$ cat src/colorbar_pkg.sv
/*
 * colour bar generator, shared definitions
 * 640x480 at 60 Hz display timing for a 25 MHz dot clock,
 * bar geometry, colour constants and the common vector types
 */

package colorbar_pkg;

	// ----------------------------------------------------------
	// vector types

	typedef logic [11:0] count_t;		// dot or line counter value
	typedef logic [23:0] pixel_t;		// packed red, green, blue
	typedef logic [7:0] channel_t;		// one colour component
	typedef logic [2:0] bar_index_t;	// bar column or row band, 0..7

	// ----------------------------------------------------------
	// horizontal timing
	// dots are numbered from 1, the counter ends a line at H_TOTAL

	localparam count_t H_SYNC_END = 12'd96;	// hsync low for dots 1..96
	localparam count_t H_ACTIVE_START = 12'd144;	// back porch ends here
	localparam count_t H_ACTIVE_END = 12'd784;	// 640 dots of picture
	localparam count_t H_TOTAL = 12'd800;		// last dot of a line

	// ----------------------------------------------------------
	// vertical timing
	// lines are numbered from 0, the counter wraps after V_TOTAL

	localparam count_t V_SYNC_END = 12'd1;		// vsync low on lines 0 and 1
	localparam count_t V_ACTIVE_START = 12'd34;	// first picture line follows
	localparam count_t V_ACTIVE_END = 12'd514;	// 480 picture lines
	localparam count_t V_TOTAL = 12'd524;		// 525 lines per frame

	// ----------------------------------------------------------
	// bar geometry

	localparam count_t BAR_WIDTH = 12'd80;		// 8 columns over 640 dots
	localparam count_t BAR_HEIGHT = 12'd60;	// 8 bands over 480 lines

	// ----------------------------------------------------------
	// colours

	localparam pixel_t COLOR_BLACK = 24'h000000;
	localparam pixel_t COLOR_WHITE = 24'hffffff;

endpackage

$ cat src/vga_timing_gen.sv
/*
 * VGA timing generator
 * dot and line counters with registered compare strobes that set
 * and clear the sync and blank levels, all levels active low
 */

`timescale 1ns/1ps

module vga_timing_gen (
	input	logic	D_CLK,
	input	logic	D_RST_N,
	output	logic	hsync_n,
	output	logic	vsync_n,
	output	logic	blank_n,
	output	logic	vblank_n
);

	import colorbar_pkg::*;

	count_t	hcount_r;
	count_t	vcount_r;

	logic	h_sync_end_r;		// hcount at H_SYNC_END
	logic	h_act_start_r;
	logic	h_act_end_r;
	logic	h_line_end_r;		// last dot of the line
	logic	v_sync_end_r;
	logic	v_act_start_r;
	logic	v_act_end_r;
	logic	v_frame_end_r;

	logic	hsync_n_r;
	logic	vsync_n_r;
	logic	hblank_n_r;
	logic	vblank_n_r;
	logic	blank_n_r;

	logic	hsync_n_nxt;
	logic	vsync_n_nxt;
	logic	hblank_n_nxt;
	logic	vblank_n_nxt;

	// ----------------------------------------------------------
	// counters and strobes

	// h strobes compare one dot early so they line up with the count
	always_ff @(posedge D_CLK or negedge D_RST_N)
	begin
		if (!D_RST_N)
		begin
			hcount_r <= count_t'(1);
			vcount_r <= '0;
			h_sync_end_r <= 1'b0;
			h_act_start_r <= 1'b0;
			h_act_end_r <= 1'b0;
			h_line_end_r <= 1'b0;
			v_sync_end_r <= 1'b0;
			v_act_start_r <= 1'b0;
			v_act_end_r <= 1'b0;
			v_frame_end_r <= 1'b0;
		end
		else
		begin
			if (h_line_end_r)
			begin
				hcount_r <= count_t'(1);
				vcount_r <= v_frame_end_r ? '0 : vcount_r + count_t'(1);
			end
			else
				hcount_r <= hcount_r + count_t'(1);

			h_sync_end_r <= (hcount_r == H_SYNC_END - count_t'(1));
			h_act_start_r <= (hcount_r == H_ACTIVE_START - count_t'(1));
			h_act_end_r <= (hcount_r == H_ACTIVE_END - count_t'(1));
			h_line_end_r <= (hcount_r == H_TOTAL - count_t'(1));

			v_sync_end_r <= (vcount_r == V_SYNC_END);	// only sampled at line end
			v_act_start_r <= (vcount_r == V_ACTIVE_START);
			v_act_end_r <= (vcount_r == V_ACTIVE_END);
			v_frame_end_r <= (vcount_r == V_TOTAL);
		end
	end

	// ----------------------------------------------------------
	// sync and blank levels

	always_comb
	begin
		hsync_n_nxt = hsync_n_r;
		hblank_n_nxt = hblank_n_r;
		vsync_n_nxt = vsync_n_r;
		vblank_n_nxt = vblank_n_r;

		if (h_line_end_r)
			hsync_n_nxt = 1'b0;
		else if (h_sync_end_r)
			hsync_n_nxt = 1'b1;

		if (h_act_end_r)
			hblank_n_nxt = 1'b0;
		else if (h_act_start_r)
			hblank_n_nxt = 1'b1;

		// vertical levels move together with the hsync fall
		if (h_line_end_r)
		begin
			if (v_frame_end_r)
				vsync_n_nxt = 1'b0;
			else if (v_sync_end_r)
				vsync_n_nxt = 1'b1;

			if (v_act_end_r)
				vblank_n_nxt = 1'b0;
			else if (v_act_start_r)
				vblank_n_nxt = 1'b1;
		end
	end

	always_ff @(posedge D_CLK or negedge D_RST_N)
	begin
		if (!D_RST_N)
		begin
			hsync_n_r <= 1'b0;
			vsync_n_r <= 1'b0;
			hblank_n_r <= 1'b0;
			vblank_n_r <= 1'b0;
			blank_n_r <= 1'b0;
		end
		else
		begin
			hsync_n_r <= hsync_n_nxt;
			vsync_n_r <= vsync_n_nxt;
			hblank_n_r <= hblank_n_nxt;
			vblank_n_r <= vblank_n_nxt;
			blank_n_r <= hblank_n_nxt & vblank_n_nxt;	// active only inside both
		end
	end

	assign hsync_n = hsync_n_r;
	assign vsync_n = vsync_n_r;
	assign blank_n = blank_n_r;
	assign vblank_n = vblank_n_r;

endmodule

$ cat src/bar_locator.sv
/*
 * bar locator
 * tags each pixel with its bar column and row band and delays
 * the sync and blank levels by the same single clock
 */

`timescale 1ns/1ps

module bar_locator (
	input	logic			D_CLK,
	input	logic			D_RST_N,
	input	logic			hsync_n_in,
	input	logic			vsync_n_in,
	input	logic			blank_n_in,
	input	logic			vblank_n_in,
	output	colorbar_pkg::bar_index_t	column,
	output	colorbar_pkg::bar_index_t	band,
	output	logic			hsync_n,
	output	logic			vsync_n,
	output	logic			blank_n
);

	import colorbar_pkg::*;

	count_t		pix_cnt_r;	// pixels of the current bar seen so far
	count_t		line_cnt_r;	// finished lines of the current band
	bar_index_t	column_r;
	bar_index_t	band_r;
	logic		hsync_n_r;
	logic		vsync_n_r;
	logic		blank_n_r;
	logic		line_done;

	assign line_done = blank_n_r & ~blank_n_in;	// end of an active line

	// ----------------------------------------------------------
	// level delay

	always_ff @(posedge D_CLK or negedge D_RST_N)
	begin
		if (!D_RST_N)
		begin
			hsync_n_r <= 1'b0;
			vsync_n_r <= 1'b0;
			blank_n_r <= 1'b0;
		end
		else
		begin
			hsync_n_r <= hsync_n_in;
			vsync_n_r <= vsync_n_in;
			blank_n_r <= blank_n_in;
		end
	end

	// ----------------------------------------------------------
	// column and band

	always_ff @(posedge D_CLK or negedge D_RST_N)
	begin
		if (!D_RST_N)
		begin
			pix_cnt_r <= '0;
			column_r <= '0;
		end
		else if (!blank_n_in)
		begin
			pix_cnt_r <= '0;
			column_r <= '0;
		end
		else if (pix_cnt_r == BAR_WIDTH)
		begin
			pix_cnt_r <= count_t'(1);	// first pixel of next bar
			column_r <= column_r + bar_index_t'(1);
		end
		else
			pix_cnt_r <= pix_cnt_r + count_t'(1);
	end

	always_ff @(posedge D_CLK or negedge D_RST_N)
	begin
		if (!D_RST_N)
		begin
			line_cnt_r <= '0;
			band_r <= '0;
		end
		else
		begin
			if (!vsync_n_in)
				line_cnt_r <= '0;
			else if (line_done)
				line_cnt_r <= (line_cnt_r == BAR_HEIGHT - count_t'(1)) ?
					'0 : line_cnt_r + count_t'(1);

			if (!vblank_n_in)
				band_r <= '0;
			else if (line_done && line_cnt_r == BAR_HEIGHT - count_t'(1))
				band_r <= band_r + bar_index_t'(1);
		end
	end

	assign column = column_r;
	assign band = band_r;
	assign hsync_n = hsync_n_r;
	assign vsync_n = vsync_n_r;
	assign blank_n = blank_n_r;

endmodule

$ cat src/bar_palette.sv
/*
 * bar palette
 * looks up the colour of a bar column within its row band and
 * registers it alongside the delayed sync and blank levels
 */

`timescale 1ns/1ps

module bar_palette (
	input	logic			D_CLK,
	input	logic			D_RST_N,
	input	colorbar_pkg::bar_index_t	column,
	input	colorbar_pkg::bar_index_t	band,
	input	logic			hsync_n_in,
	input	logic			vsync_n_in,
	input	logic			blank_n_in,
	output	colorbar_pkg::pixel_t	color,
	output	logic			hsync_n,
	output	logic			vsync_n,
	output	logic			blank_n
);

	import colorbar_pkg::*;

	pixel_t	color_nxt;
	pixel_t	color_r;
	logic	hsync_n_r;
	logic	vsync_n_r;
	logic	blank_n_r;

	// ----------------------------------------------------------
	// row tables

	always_comb
	begin
		color_nxt = COLOR_BLACK;
		case (band)
			3'd0, 3'd1, 3'd2, 3'd3:		// main bars
				case (column)
					3'd0: color_nxt = 24'h676767;	// 40% grey
					3'd1: color_nxt = 24'hbfbfbf;
					3'd2: color_nxt = 24'hbfbf00;	// yellow
					3'd3: color_nxt = 24'h00bfbf;	// cyan
					3'd4: color_nxt = 24'h00bf00;
					3'd5: color_nxt = 24'hbf00bf;	// magenta
					3'd6: color_nxt = 24'hbf0000;
					default: color_nxt = 24'h0000bf;
				endcase
			3'd4:				// cyan and white row
				case (column)
					3'd0: color_nxt = 24'h00ffff;
					3'd1: color_nxt = COLOR_WHITE;
					default: color_nxt = 24'hbfbfbf;	// 75% grey fill
				endcase
			3'd5:				// grey ramp
				case (column)
					3'd0: color_nxt = 24'hffff00;
					3'd1: color_nxt = COLOR_WHITE;
					3'd2: color_nxt = COLOR_BLACK;
					3'd3: color_nxt = 24'h333333;	// 20%
					3'd4: color_nxt = 24'h666666;
					3'd5: color_nxt = 24'h999999;	// 60%
					3'd6: color_nxt = 24'hcccccc;
					default: color_nxt = COLOR_WHITE;
				endcase
			default:			// black and white row, bands 6 and 7
				case (column)
					3'd0: color_nxt = 24'h262626;	// 15% grey
					3'd3, 3'd4: color_nxt = COLOR_WHITE;
					default: color_nxt = COLOR_BLACK;
				endcase
		endcase
	end

	// ----------------------------------------------------------
	// registers

	always_ff @(posedge D_CLK)
	begin
		color_r <= color_nxt;
	end

	always_ff @(posedge D_CLK or negedge D_RST_N)
	begin
		if (!D_RST_N)
		begin
			hsync_n_r <= 1'b0;
			vsync_n_r <= 1'b0;
			blank_n_r <= 1'b0;
		end
		else
		begin
			hsync_n_r <= hsync_n_in;
			vsync_n_r <= vsync_n_in;
			blank_n_r <= blank_n_in;
		end
	end

	assign color = color_r;
	assign hsync_n = hsync_n_r;
	assign vsync_n = vsync_n_r;
	assign blank_n = blank_n_r;

endmodule

$ cat src/pixel_output.sv
/*
 * pixel output stage
 * applies white mode and blanking, splits the colour into
 * channels and registers every display output
 */

`timescale 1ns/1ps

module pixel_output (
	input	logic			D_CLK,
	input	logic			D_RST_N,
	input	logic			flat_white,
	input	colorbar_pkg::pixel_t	color,
	input	logic			hsync_n_in,
	input	logic			vsync_n_in,
	input	logic			blank_n_in,
	output	colorbar_pkg::channel_t	red,
	output	colorbar_pkg::channel_t	grn,
	output	colorbar_pkg::channel_t	blu,
	output	logic			hsync_n,
	output	logic			vsync_n,
	output	logic			blank_n
);

	import colorbar_pkg::*;

	logic	white_r;		// registered mode input
	pixel_t	pixel_r;
	logic	hsync_n_r;
	logic	vsync_n_r;
	logic	blank_n_r;

	always_ff @(posedge D_CLK or negedge D_RST_N)
	begin
		if (!D_RST_N)
		begin
			white_r <= 1'b0;
			pixel_r <= COLOR_BLACK;
			hsync_n_r <= 1'b0;
			vsync_n_r <= 1'b0;
			blank_n_r <= 1'b0;
		end
		else
		begin
			white_r <= flat_white;
			hsync_n_r <= hsync_n_in;
			vsync_n_r <= vsync_n_in;
			blank_n_r <= blank_n_in;

			if (!blank_n_in)
				pixel_r <= COLOR_BLACK;	// nothing outside the picture
			else if (white_r)
				pixel_r <= COLOR_WHITE;
			else
				pixel_r <= color;
		end
	end

	assign red = pixel_r[23:16];
	assign grn = pixel_r[15:8];
	assign blu = pixel_r[7:0];
	assign hsync_n = hsync_n_r;
	assign vsync_n = vsync_n_r;
	assign blank_n = blank_n_r;

endmodule

$ cat src/colorbar_vga.sv
/*
 * colour bar test pattern generator, 640x480 at 60 Hz
 * timing, bar location, palette lookup and output stages in a chain
 */

`timescale 1ns/1ps

module colorbar_vga (
	input	logic			D_CLK,
	input	logic			D_RST_N,
	input	logic			flat_white,
	output	colorbar_pkg::channel_t	red,
	output	colorbar_pkg::channel_t	grn,
	output	colorbar_pkg::channel_t	blu,
	output	logic			hsync_n,
	output	logic			vsync_n,
	output	logic			blank_n
);

	import colorbar_pkg::*;

	// ----------------------------------------------------------
	// stage wires

	logic		tg_hsync_n;	// timing generator
	logic		tg_vsync_n;
	logic		tg_blank_n;
	logic		tg_vblank_n;

	bar_index_t	loc_column;	// bar locator
	bar_index_t	loc_band;
	logic		loc_hsync_n;
	logic		loc_vsync_n;
	logic		loc_blank_n;

	pixel_t		pal_color;	// palette
	logic		pal_hsync_n;
	logic		pal_vsync_n;
	logic		pal_blank_n;

	// ----------------------------------------------------------
	// stages

	vga_timing_gen u_timing (
		.D_CLK		(D_CLK),
		.D_RST_N	(D_RST_N),
		.hsync_n	(tg_hsync_n),
		.vsync_n	(tg_vsync_n),
		.blank_n	(tg_blank_n),
		.vblank_n	(tg_vblank_n)
	);

	bar_locator u_locator (
		.D_CLK		(D_CLK),
		.D_RST_N	(D_RST_N),
		.hsync_n_in	(tg_hsync_n),
		.vsync_n_in	(tg_vsync_n),
		.blank_n_in	(tg_blank_n),
		.vblank_n_in	(tg_vblank_n),
		.column		(loc_column),
		.band		(loc_band),
		.hsync_n	(loc_hsync_n),
		.vsync_n	(loc_vsync_n),
		.blank_n	(loc_blank_n)
	);

	bar_palette u_palette (
		.D_CLK		(D_CLK),
		.D_RST_N	(D_RST_N),
		.column		(loc_column),
		.band		(loc_band),
		.hsync_n_in	(loc_hsync_n),
		.vsync_n_in	(loc_vsync_n),
		.blank_n_in	(loc_blank_n),
		.color		(pal_color),
		.hsync_n	(pal_hsync_n),
		.vsync_n	(pal_vsync_n),
		.blank_n	(pal_blank_n)
	);

	pixel_output u_output (
		.D_CLK		(D_CLK),
		.D_RST_N	(D_RST_N),
		.flat_white	(flat_white),
		.color		(pal_color),
		.hsync_n_in	(pal_hsync_n),
		.vsync_n_in	(pal_vsync_n),
		.blank_n_in	(pal_blank_n),
		.red		(red),
		.grn		(grn),
		.blu		(blu),
		.hsync_n	(hsync_n),
		.vsync_n	(vsync_n),
		.blank_n	(blank_n)
	);

endmodule

$ cat config.mk
export PLATFORM = sky130hd
export DESIGN_NAME = colorbar_vga
export DESIGN_NICKNAME = d
export VERILOG_FILES = /design/src/colorbar_pkg.sv /design/src/vga_timing_gen.sv /design/src/bar_locator.sv /design/src/bar_palette.sv /design/src/pixel_output.sv /design/src/colorbar_vga.sv
export SDC_FILE = /design/constraint.sdc
export NUM_CORES = 1
export LEC_CHECK = 0
export ABC_AREA = 0
export BUFFER_PORTS_ARGS = -buffer_cell sky130_fd_sc_hd__buf_4
export CORE_MARGIN = 2
export CORE_UTILIZATION = 45
export CTS_CLUSTER_DIAMETER = 80
export CTS_CLUSTER_SIZE = 24
export DETAILED_ROUTE_END_ITERATION = 6
export PLACE_DENSITY = 0.67
export SYNTH_ARGS = -nofsm -noshare
export SYNTH_HDL_FRONTEND = slang
export SYNTH_SLANG_ARGS = --single-unit
$ cat constraint.sdc
create_clock -name D_CLK -period 2 [get_ports D_CLK]
set_input_delay 0.2 -clock D_CLK [delete_from_list [all_inputs] [get_ports D_CLK]]
set_output_delay 0.2 -clock D_CLK [all_outputs]
set_load 0.05 [all_outputs]
* After elaboration in Yosys (flattened, before gate mapping)
Cells that the tools add are included.
** Storage, ports and cells
- Bits in registers :: 125
- Input port bits :: 3
** Cells by class
- $add $sub $neg :: 6
- Eq/ne operators :: 24
- Muxes and demuxes :: 27
- Bitwise logic cells :: 3
- Reductions and logical operators :: 8
** Operator list (number)
- 24-bit one-hot mux with 7 select lines :: 1
- 24-bit one-hot mux with 6 select lines :: 1
- 24-bit one-hot mux with 2 select lines :: 2
- 12-bit two-way mux :: 7
- 24-bit one-hot mux with 3 select lines :: 1
- 12-bit by 1-bit adder with 12-bit output, second input constant :: 4
- 12-bit by 10-bit == test with 1-bit output, second input constant :: 4
- 24-bit two-way mux :: 2
- 12-bit by 6-bit == test with 1-bit output, second input constant :: 2
- 12-bit by 7-bit == test with 1-bit output, second input constant :: 2
- 3-bit == test, second input constant :: 5
- 12-bit by 1-bit == test with 1-bit output, second input constant :: 1
- 12-bit by 8-bit == test with 1-bit output, second input constant :: 1
- 3-bit by 2-bit == test with 1-bit output, second input constant :: 4
- 3-bit two-way mux :: 4
- 1-bit two-way mux :: 9
- 3-bit by 1-bit adder with 3-bit output, second input constant :: 2
- 3-bit by 1-bit == test with 1-bit output, second input constant :: 2
- 3-bit zero test :: 2
- 2-bit by 1-bit != test with 1-bit output, second input constant :: 3
- 2-bit nonzero test :: 2
- 4-bit OR reduction :: 1
- 1-bit bitwise AND :: 2
- 2-bit AND reduction :: 1
- other kinds (3) :: 3

* Depth between registers and ports, before layout
Gate-level depths: netlist (run 1).
- Word-level depth :: 5
- Depth in mapped cells :: 7
- Gate-level depth less buffers :: 6

* By module
From an unflattened synthesis (run 1), not the netlist that was laid out.
** Unflattened totals
- Cell total of the unflattened synthesis :: 559
- Area total of the unflattened synthesis :: 5650.4 µm²
** By module, submodules not included
- vga_timing_gen :: instances 1, cells each 175, area an instance 1783.0 µm², sequential area each 927.1 µm²
- bar_locator :: instances 1, cells each 176, area an instance 1744.2 µm², sequential area each 825.8 µm²
- bar_palette :: instances 1, cells each 152, area an instance 1197.4 µm², sequential area each 435.4 µm²
- pixel_output :: instances 1, cells each 56, area an instance 925.9 µm², sequential area each 700.7 µm²

* Least setup slack after synthesis (run 1)
No wires, ideal clock.
- Kind :: flip-flop to flip-flop
- Start :: register u_locator.column_r[0], in the netlist u_locator.column[0]
- End :: register u_palette.color_r[2], in the netlist u_palette.color[2]
- Arrival time :: 1590 ps
- Setup slack :: 282 ps
- Cell stages (with the launch flop) :: 8
- Clock period less this slack :: 1718 ps
- Cells stage by stage :: dfrtp_1 -> inv_1 -> ha_1 -> clkbuf_1 -> or2_2 -> o221ai_1 -> a21boi_0 -> o21ai_0
** Between the ends
- Longest elaborated chain between the ends :: 4
- Elaborated cells between the ends (all ways) :: 12
- Those cells by class :: eq/ne: 6; mux: 4; reduce/logical: 2
** RTL lines
- from (decl) :: RTL line bar_locator.sv:27 : bar_index_t column_r;
- from (signal assigned) :: RTL line bar_locator.sv:73 : column_r <= column_r + bar_index_t'(1);
- 3-bit by 2-bit == test with 1-bit output or 3-bit == test (tied branches) :: RTL line bar_palette.sv:39, bar_palette.sv:56, bar_palette.sv:67
- 2-bit OR reduction :: RTL line bar_palette.sv:67 : case (column)
- 24-bit one-hot mux with 2 select lines :: RTL line bar_palette.sv:67
- 24-bit one-hot mux with 3 select lines (*) :: RTL line bar_palette.sv:37 : case (band)
- net u_palette.color_nxt[2] :: RTL line bar_palette.sv:25 : pixel_t color_nxt;
- to (signal assigned) :: RTL line bar_palette.sv:80 : color_r <= color_nxt;
- to (decl) :: RTL line bar_palette.sv:26 : pixel_t color_r;
Mark *: on every way through the listed nets, which the timed path passes. The rest lies on a longest branch.
A chain may end at the register's enable or synchronous reset.

* Worst setup path in the final report (run 1)
- Start :: register u_locator.column_r[1], in the netlist u_locator.column[1]
- End :: register u_palette.color_r[2], in the netlist u_palette.color[2]
The elaborated chain is that of the path after synthesis.

==> metrics.cfg, run 1 <==
[placement]
port-buffer-count=29
hpwlAfterDp_um=6730
routabilityCongestion=0.872
dpl_cell_area_um2=5430

[power_and_ir_drop]
power.leakage_nw=2.60
powerDensity_nw_per_um2=895
p_comb_share_pct=0.9
seqPwrFrac_pct=42.0
clock_power_share_pct=57.1
p_sw_share_pct=19.1
internal-power_mw=4.41
switchingPower_mw=1.04
peakVddDrop_mv=0.430

[flow_run]
drv_cap=0

[global_route]
grt_pass1_wl_um=17000
grtUsageTotal_pct=18.2
overflow=0
first_global_vias=3554
antenna_found_initial=0
grt_start_max_net_pins=39

[clock_tree]
numCtsBuffers=17
numClockSinks=113
path_clk_slew_ns=0.05
max-clock-path-buffers=2
cts_tree=done
root_buffer=clkbuf_16
h-tree-depth=4
clk_latency_ns=0.40

[yosys]
synth_area_leader_cell=dfrtp_1
syn-num-nets=523
synth_edf_count=0
yosysMostFrequentCell=dfrtp_1
ys_top_cells_by_count=dfrtp_1, nor2_1, nand2_1
ys_warn_count=0
synthFlopType=dfrtp_1
yosysTopAreaCellShare_pct=46.3
ys_ff_latch=113
synth.cell_area_um2=5080
synthArstFlopShare_pct=84.1
synth_cell_types=56
yosys-top-cells-area=dfrtp_1, dfxtp_1, xnor2_1, nor2_1, ha_1
syn_inst=505
synth.avg_cell_area_um2=10.1
ys_seq_area_share_pct=53.9

[floorplanning]
dieWidth_um=110
core_um2=10900
boundaryPins=30
dieArea_um2=12200
row_count=38
dieHeight_um=110
start_util_pct=46.5

[sta]
hold_violations=0
finalCritPeriodShare_pct=91.4
clock_skew_ns=0.00871
worst_pin_slew_ns=0.597
tns_ns=0
clock.fmax_mhz=547
rsz0062_at_grt=false
relSlewSlack_pct=60.2
setup_viol=0
fin_crit_ns=1.83
final_max_slew_viol_count=0

[setup_path]
r2r_slack_ns=0.17
startpoint_type=register
crit_end=u_palette.color[2]
crit_type=register to register
r2r_start=u_locator.column[1]
worst_ep_arrival_time_ns=2.10
ff2ff_path_depth=6
end_kind=register
crit_start=u_locator.column[1]
required_ns=2.27
timing.rr.end=u_palette.color[2]
path_max_fanout=11

[cells_and_area]
final_nets=557
fin_area_um2=6090
antenna_cells=0
layout-drive-gt1-share_pct=14.7
area_growth_pct=19.9

[routing]
drt_iter0_markers=190
drt_wl_total_um=9880
wire_per_inst_um=14.3
ant_nets=0
num_vias=3720
dr.pass1.iters=4
drc_errors=0
avgViaCountPerCell=5.38

[min_path]
hp-class=input pin to asynchronous set/reset pin

[run_status]
outcome=completed

## routing by layer
metal  vias up  global-route usage (%)  wire length [µm]  part of all wire, %
met5         -                       0                 0                    0
li1       1824                       -                 -                    -
met4         0                    7.50                54                 0.55
met2        71                    29.9              4940                   50
met3         4                    4.94               330                  3.3
met1      1821                    22.7              4560                   46
## area by class of cell
| cell class | instances | area (µm²) |
|---|---|---|
| Inverter | 21 | 78.8 |
| Fill cell | 950 | 4840 |
| Clock buffer | 23 | 498 |
| Sequential cell | 113 | 2740 |
| Tap cell | 140 | 175 |
| Multi-Input combinational cell | 348 | 2170 |
| Clock inverter | 9 | 128 |
| Timing Repair Buffer | 38 | 303 |
## critical path, cell delays in order, from the launching register on
cell,delay (ns)
dfrtp_1,0.45
inv_1,0.10
ha_2,0.25
or2_2,0.35
o221ai_1,0.25
a21boi_0,0.21
o21ai_0,0.09
## flip-flops by register name (all words and copies together), names as in the netlist, 3 cells and up
| register | flops |
|---|---|
| u_output.pixel_r | 18 |
| u_palette.color | 18 |
| u_timing.hcount_r | 12 |
| u_locator.band | 3 |
| u_timing.vcount_r | 12 |
| u_locator.line_cnt_r | 12 |
| u_locator.pix_cnt_r | 12 |
| u_locator.column | 3 |
## metrics by stage
stage | total power, mW | hold slack, ns | setup WS, ns | instances | utilization, %
2_1_floorplan | 2.33 | -0.0956 | 0.282 | 505 | -
3_3_place_gp | 2.38 | 0.198 | 0.151 | 658 | 49.7
3_5_place_dp | 2.38 | 0.204 | 0.0399 | 658 | 49.7
4_1_cts | 5.52 | 0.337 | 0.0413 | 692 | 55.6
5_1_grt | 5.66 | 0.352 | 0.0258 | 692 | 55.7
6_report | 5.45 | 0.332 | 0.172 | 692 | 55.7
## cells by family after synthesis
group           after synthesis  share of synthesized area (%)
fa+ha+maj                    15                           3.69
flops                       113                           53.9
compound gates               91                           11.3
buf+inv                      44                           3.74
mux                           4                          0.812
xor+xnor                     30                           5.17
simple gates                208                           21.4
## repair_timing
item                                    in CTS  in global routing
buffers inserted                             0                  0
hold endpoints to repair                    36                  0
endpoints found under the setup margin       0                 10
hold buffers                                 2                  0
gates resized for setup                      0                  5
## cell usage in the layout (no fill, tap or decap), types with 4 or more instances in the layout
cell type and n:
dfrtp_1 94, clkbuf_8 5, clkbuf_16 17, nand2_1 41
inv_1 20, ha_1 13, nand2b_1 6, xor2_1 6
and2_1 6, and3_1 4, dfxtp_1 18, a31oi_1 5
buf_4 35, or3_1 9, nand3_1 25, nand4_1 8
a21oi_1 28, o21ai_0 16, nor4_1 10, xnor2_1 24
o21a_1 20, nor3_1 19, nor2b_1 6, nor2_1 55
## how the worst min path moves through the flow
stage	start	to	slack [ns]	depth (start not counted)
2_1_floorplan	D_RST_N	u_locator.band[0]	-0.1	0
3_3_place_gp	D_RST_N	u_locator.line_cnt_r[9]	0.20	1
3_5_place_dp	D_RST_N	u_locator.line_cnt_r[8]	0.20	1
4_1_cts	D_RST_N	u_output.hsync_n	0.34	2
5_1_grt	u_palette.vsync_n	u_output.vsync_n	0.35	0
6_report	D_RST_N	u_locator.line_cnt_r[8]	0.33	2
## power by group through the flow
stage / Combinational, mW / Clock (mW) / Sequential (mW)
after global routing: 0.0568 / 3.31 / 2.29
after floorplan: 0.00459 / 0 / 2.33
final: 0.0479 / 3.11 / 2.29
after CTS: 0.0520 / 3.18 / 2.29
after global placement: 0.0467 / 0 / 2.33
after detailed placement: 0.0483 / 0 / 2.33
Note: power is estimated with default switching activity, not from simulation.
==> inputs of run 2 (changes only) <==
--- a/config.mk
+++ b/config.mk
@@ -12,7 +12,7 @@
 export CTS_CLUSTER_DIAMETER = 80
 export CTS_CLUSTER_SIZE = 24
 export DETAILED_ROUTE_END_ITERATION = 6
-export PLACE_DENSITY = 0.67
+export PLACE_DENSITY_LB_ADDON = 0.12
 export SYNTH_ARGS = -nofsm -noshare
 export SYNTH_HDL_FRONTEND = slang
 export SYNTH_SLANG_ARGS = --single-unit
==> run 2 against run 1 <==
Effect of this change: die area did not move; final area rose by 2.2%; first-iteration DRC count increased by 18%; maximum frequency shrank 2.6%; critical path depth rose by 1; utilization rose by 1.2 points; sequential share of layout area is 0.93 points lower; worst setup slack lost 0.049 ns; non-clock buffer count up 5; total power grew 8.4%; largest cell class unchanged; largest power group unchanged.
==> metrics.cfg, run 2 (same netlist as run 1, synthesis figures left out) <==
[routing]
avgViaCountPerCell=5.28
wire_per_inst_um=14.1
ant_nets=0
drt_iter0_markers=224
drt_wl_total_um=9820
wl_met2_um=4510
wl_met3_um=372
top_layer=met4
dr.pass1.iters=4
num_vias=3678
met1_length_um=4730
drc_errors=0

[power_and_ir_drop]
clock_power_share_pct=60.4
powerDensity_nw_per_um2=949
p_comb_share_pct=0.9
power.leakage_nw=2.67
seqPwrFrac_pct=38.8
internal-power_mw=4.89
p_total_mw=5.91
peakVddDrop_mv=0.608
p_sw_share_pct=17.3
switchingPower_mw=1.02

[sta]
fin_ws_ns=0.122
worst_pin_slew_ns=0.601
tns_ns=0
setup_viol=0
finalCritPeriodShare_pct=93.9
final_max_slew_viol_count=0
clock_skew_ns=0.00579
fin_crit_ns=1.88
clock.fmax_mhz=533
hold_violations=0
relSlewSlack_pct=59.9
rsz0062_at_grt=true

[floorplanning]
start_util_pct=46.5
dieHeight_um=110
core_um2=10900
boundaryPins=30
row_count=38
dieArea_um2=12200
dieWidth_um=110

[cells_and_area]
fin_cells=697
final_nets=562
mostFrequentLayoutCell=dfrtp_1
final_cell_mix=dfrtp_1, nor2_1, nand2_1
fillers=964
layout-drive-gt1-share_pct=15.4
antenna_cells=0
utilization_pct=56.9
area_growth_pct=22.4

[setup_path]
critPathSlowestCell=or3b_2
startpoint_type=register
crit_family=simple AND/OR/NAND/NOR gates
end_kind=register
crit_chain=inv_1, ha_1, or3b_2, nand2_1, o21ai_0, buf_4, a21oi_1
worst_ep_arrival_time_ns=2.20
required_ns=2.32
worst-path-buf-inv=2
critical-path-max-stage-delay_ns=0.53
crit_type=register to register
path_max_fanout=5

[placement]
port-buffer-count=29
dp_slack_ns=0.118
placed_cells=663
routabilityCongestion=0.880
hpwlAfterDp_um=6690

[clock_tree]
numClockSinks=113
h-tree-depth=4
clk_latency_ns=0.41
root_buffer=clkbuf_16
path_clk_slew_ns=0.05
cts_tree=done
numCtsBuffers=17
max-clock-path-buffers=2

[global_route]
antenna_found_initial=0
overflow=0
grtUsageTotal_pct=18.4
first_global_vias=3682
grt_pass1_wl_um=17100
grt_start_max_net_pins=36

[run_status]
outcome=completed

[flow_run]
drv_cap=0

[min_path]
hp-class=input pin to asynchronous set/reset pin

## run 2: cell count changes in the layout (fill, tap and decap cells not counted), sizes merged
cell / previous run / this run
buf: 36 / 41
bufinv: 3 / 7
clkinvlp: 3 / 1
clkbuf: 23 / 22
clkinv: 4 / 3
## run 2: timing repair
item	4_1_cts	5_1_grt
endpoints found under the hold margin	27	0
setup endpoints to repair	0	6
hold buffers	2	0
buffers inserted	0	0
resized for setup	0	5
## run 2: through the flow
stage                     hold slack, ns  cell area [µm²]
final                              0.286             6230
after global routing               0.313             6230
after CTS                          0.293             6210
after detailed placement           0.168             5480
after global placement             0.163             5480
after floorplan                  -0.0956             5080
## run 2: cell type report
| type | instances | area (µm²) | area share, % |
|---|---|---|---|
| Sequential cell | 113 | 2740 | 44.0 |
| Clock buffer | 22 | 484 | 7.78 |
| Inverter | 21 | 78.8 | 1.27 |
| Multi-Input combinational cell | 348 | 2170 | 34.8 |
| Tap cell | 140 | 175 | 2.81 |
| Clock inverter | 10 | 228 | 3.66 |
| Timing Repair Buffer | 43 | 353 | 5.67 |
## run 2: path summary, 6_finish.rpt
| path | cells after the start | endpoint | slack, ns | from |
|---|---|---|---|---|
| max | 7 | u_palette.color[10] | 0.12 | u_locator.column[0] |
| min | 2 | u_palette.vsync_n | 0.29 | D_RST_N |
| max reg2reg | 7 | u_palette.color[10] | 0.12 | u_locator.column[0] |
| min reg2reg | 0 | u_palette.vsync_n | 0.35 | u_locator.vsync_n |
| max in group asynchronous | 3 | u_locator.column[1] | 1.18 | D_RST_N |
| min in group D_CLK | 0 | u_palette.vsync_n | 0.35 | u_locator.vsync_n |
## run 2: metal layers
| layer | track usage [%] | vias up |
|---|---|---|
| met5 | 0 | - |
| met4 | 8.66 | 0 |
| met3 | 5.94 | 21 |
| met2 | 28.2 | 66 |
| met1 | 23.7 | 1753 |
| li1 | - | 1838 |
## run 2: power by group through the flow
| stage | combinational (mW) | sequential [mW] | clock (mW) |
|---|---|---|---|
| 2_1_floorplan | 0.00459 | 2.33 | 0 |
| 3_3_place_gp | 0.0511 | 2.33 | 0 |
| 3_5_place_dp | 0.0521 | 2.33 | 0 |
| 4_1_cts | 0.0557 | 2.29 | 3.64 |
| 5_1_grt | 0.0614 | 2.29 | 3.76 |
| 6_report | 0.0510 | 2.29 | 3.57 |
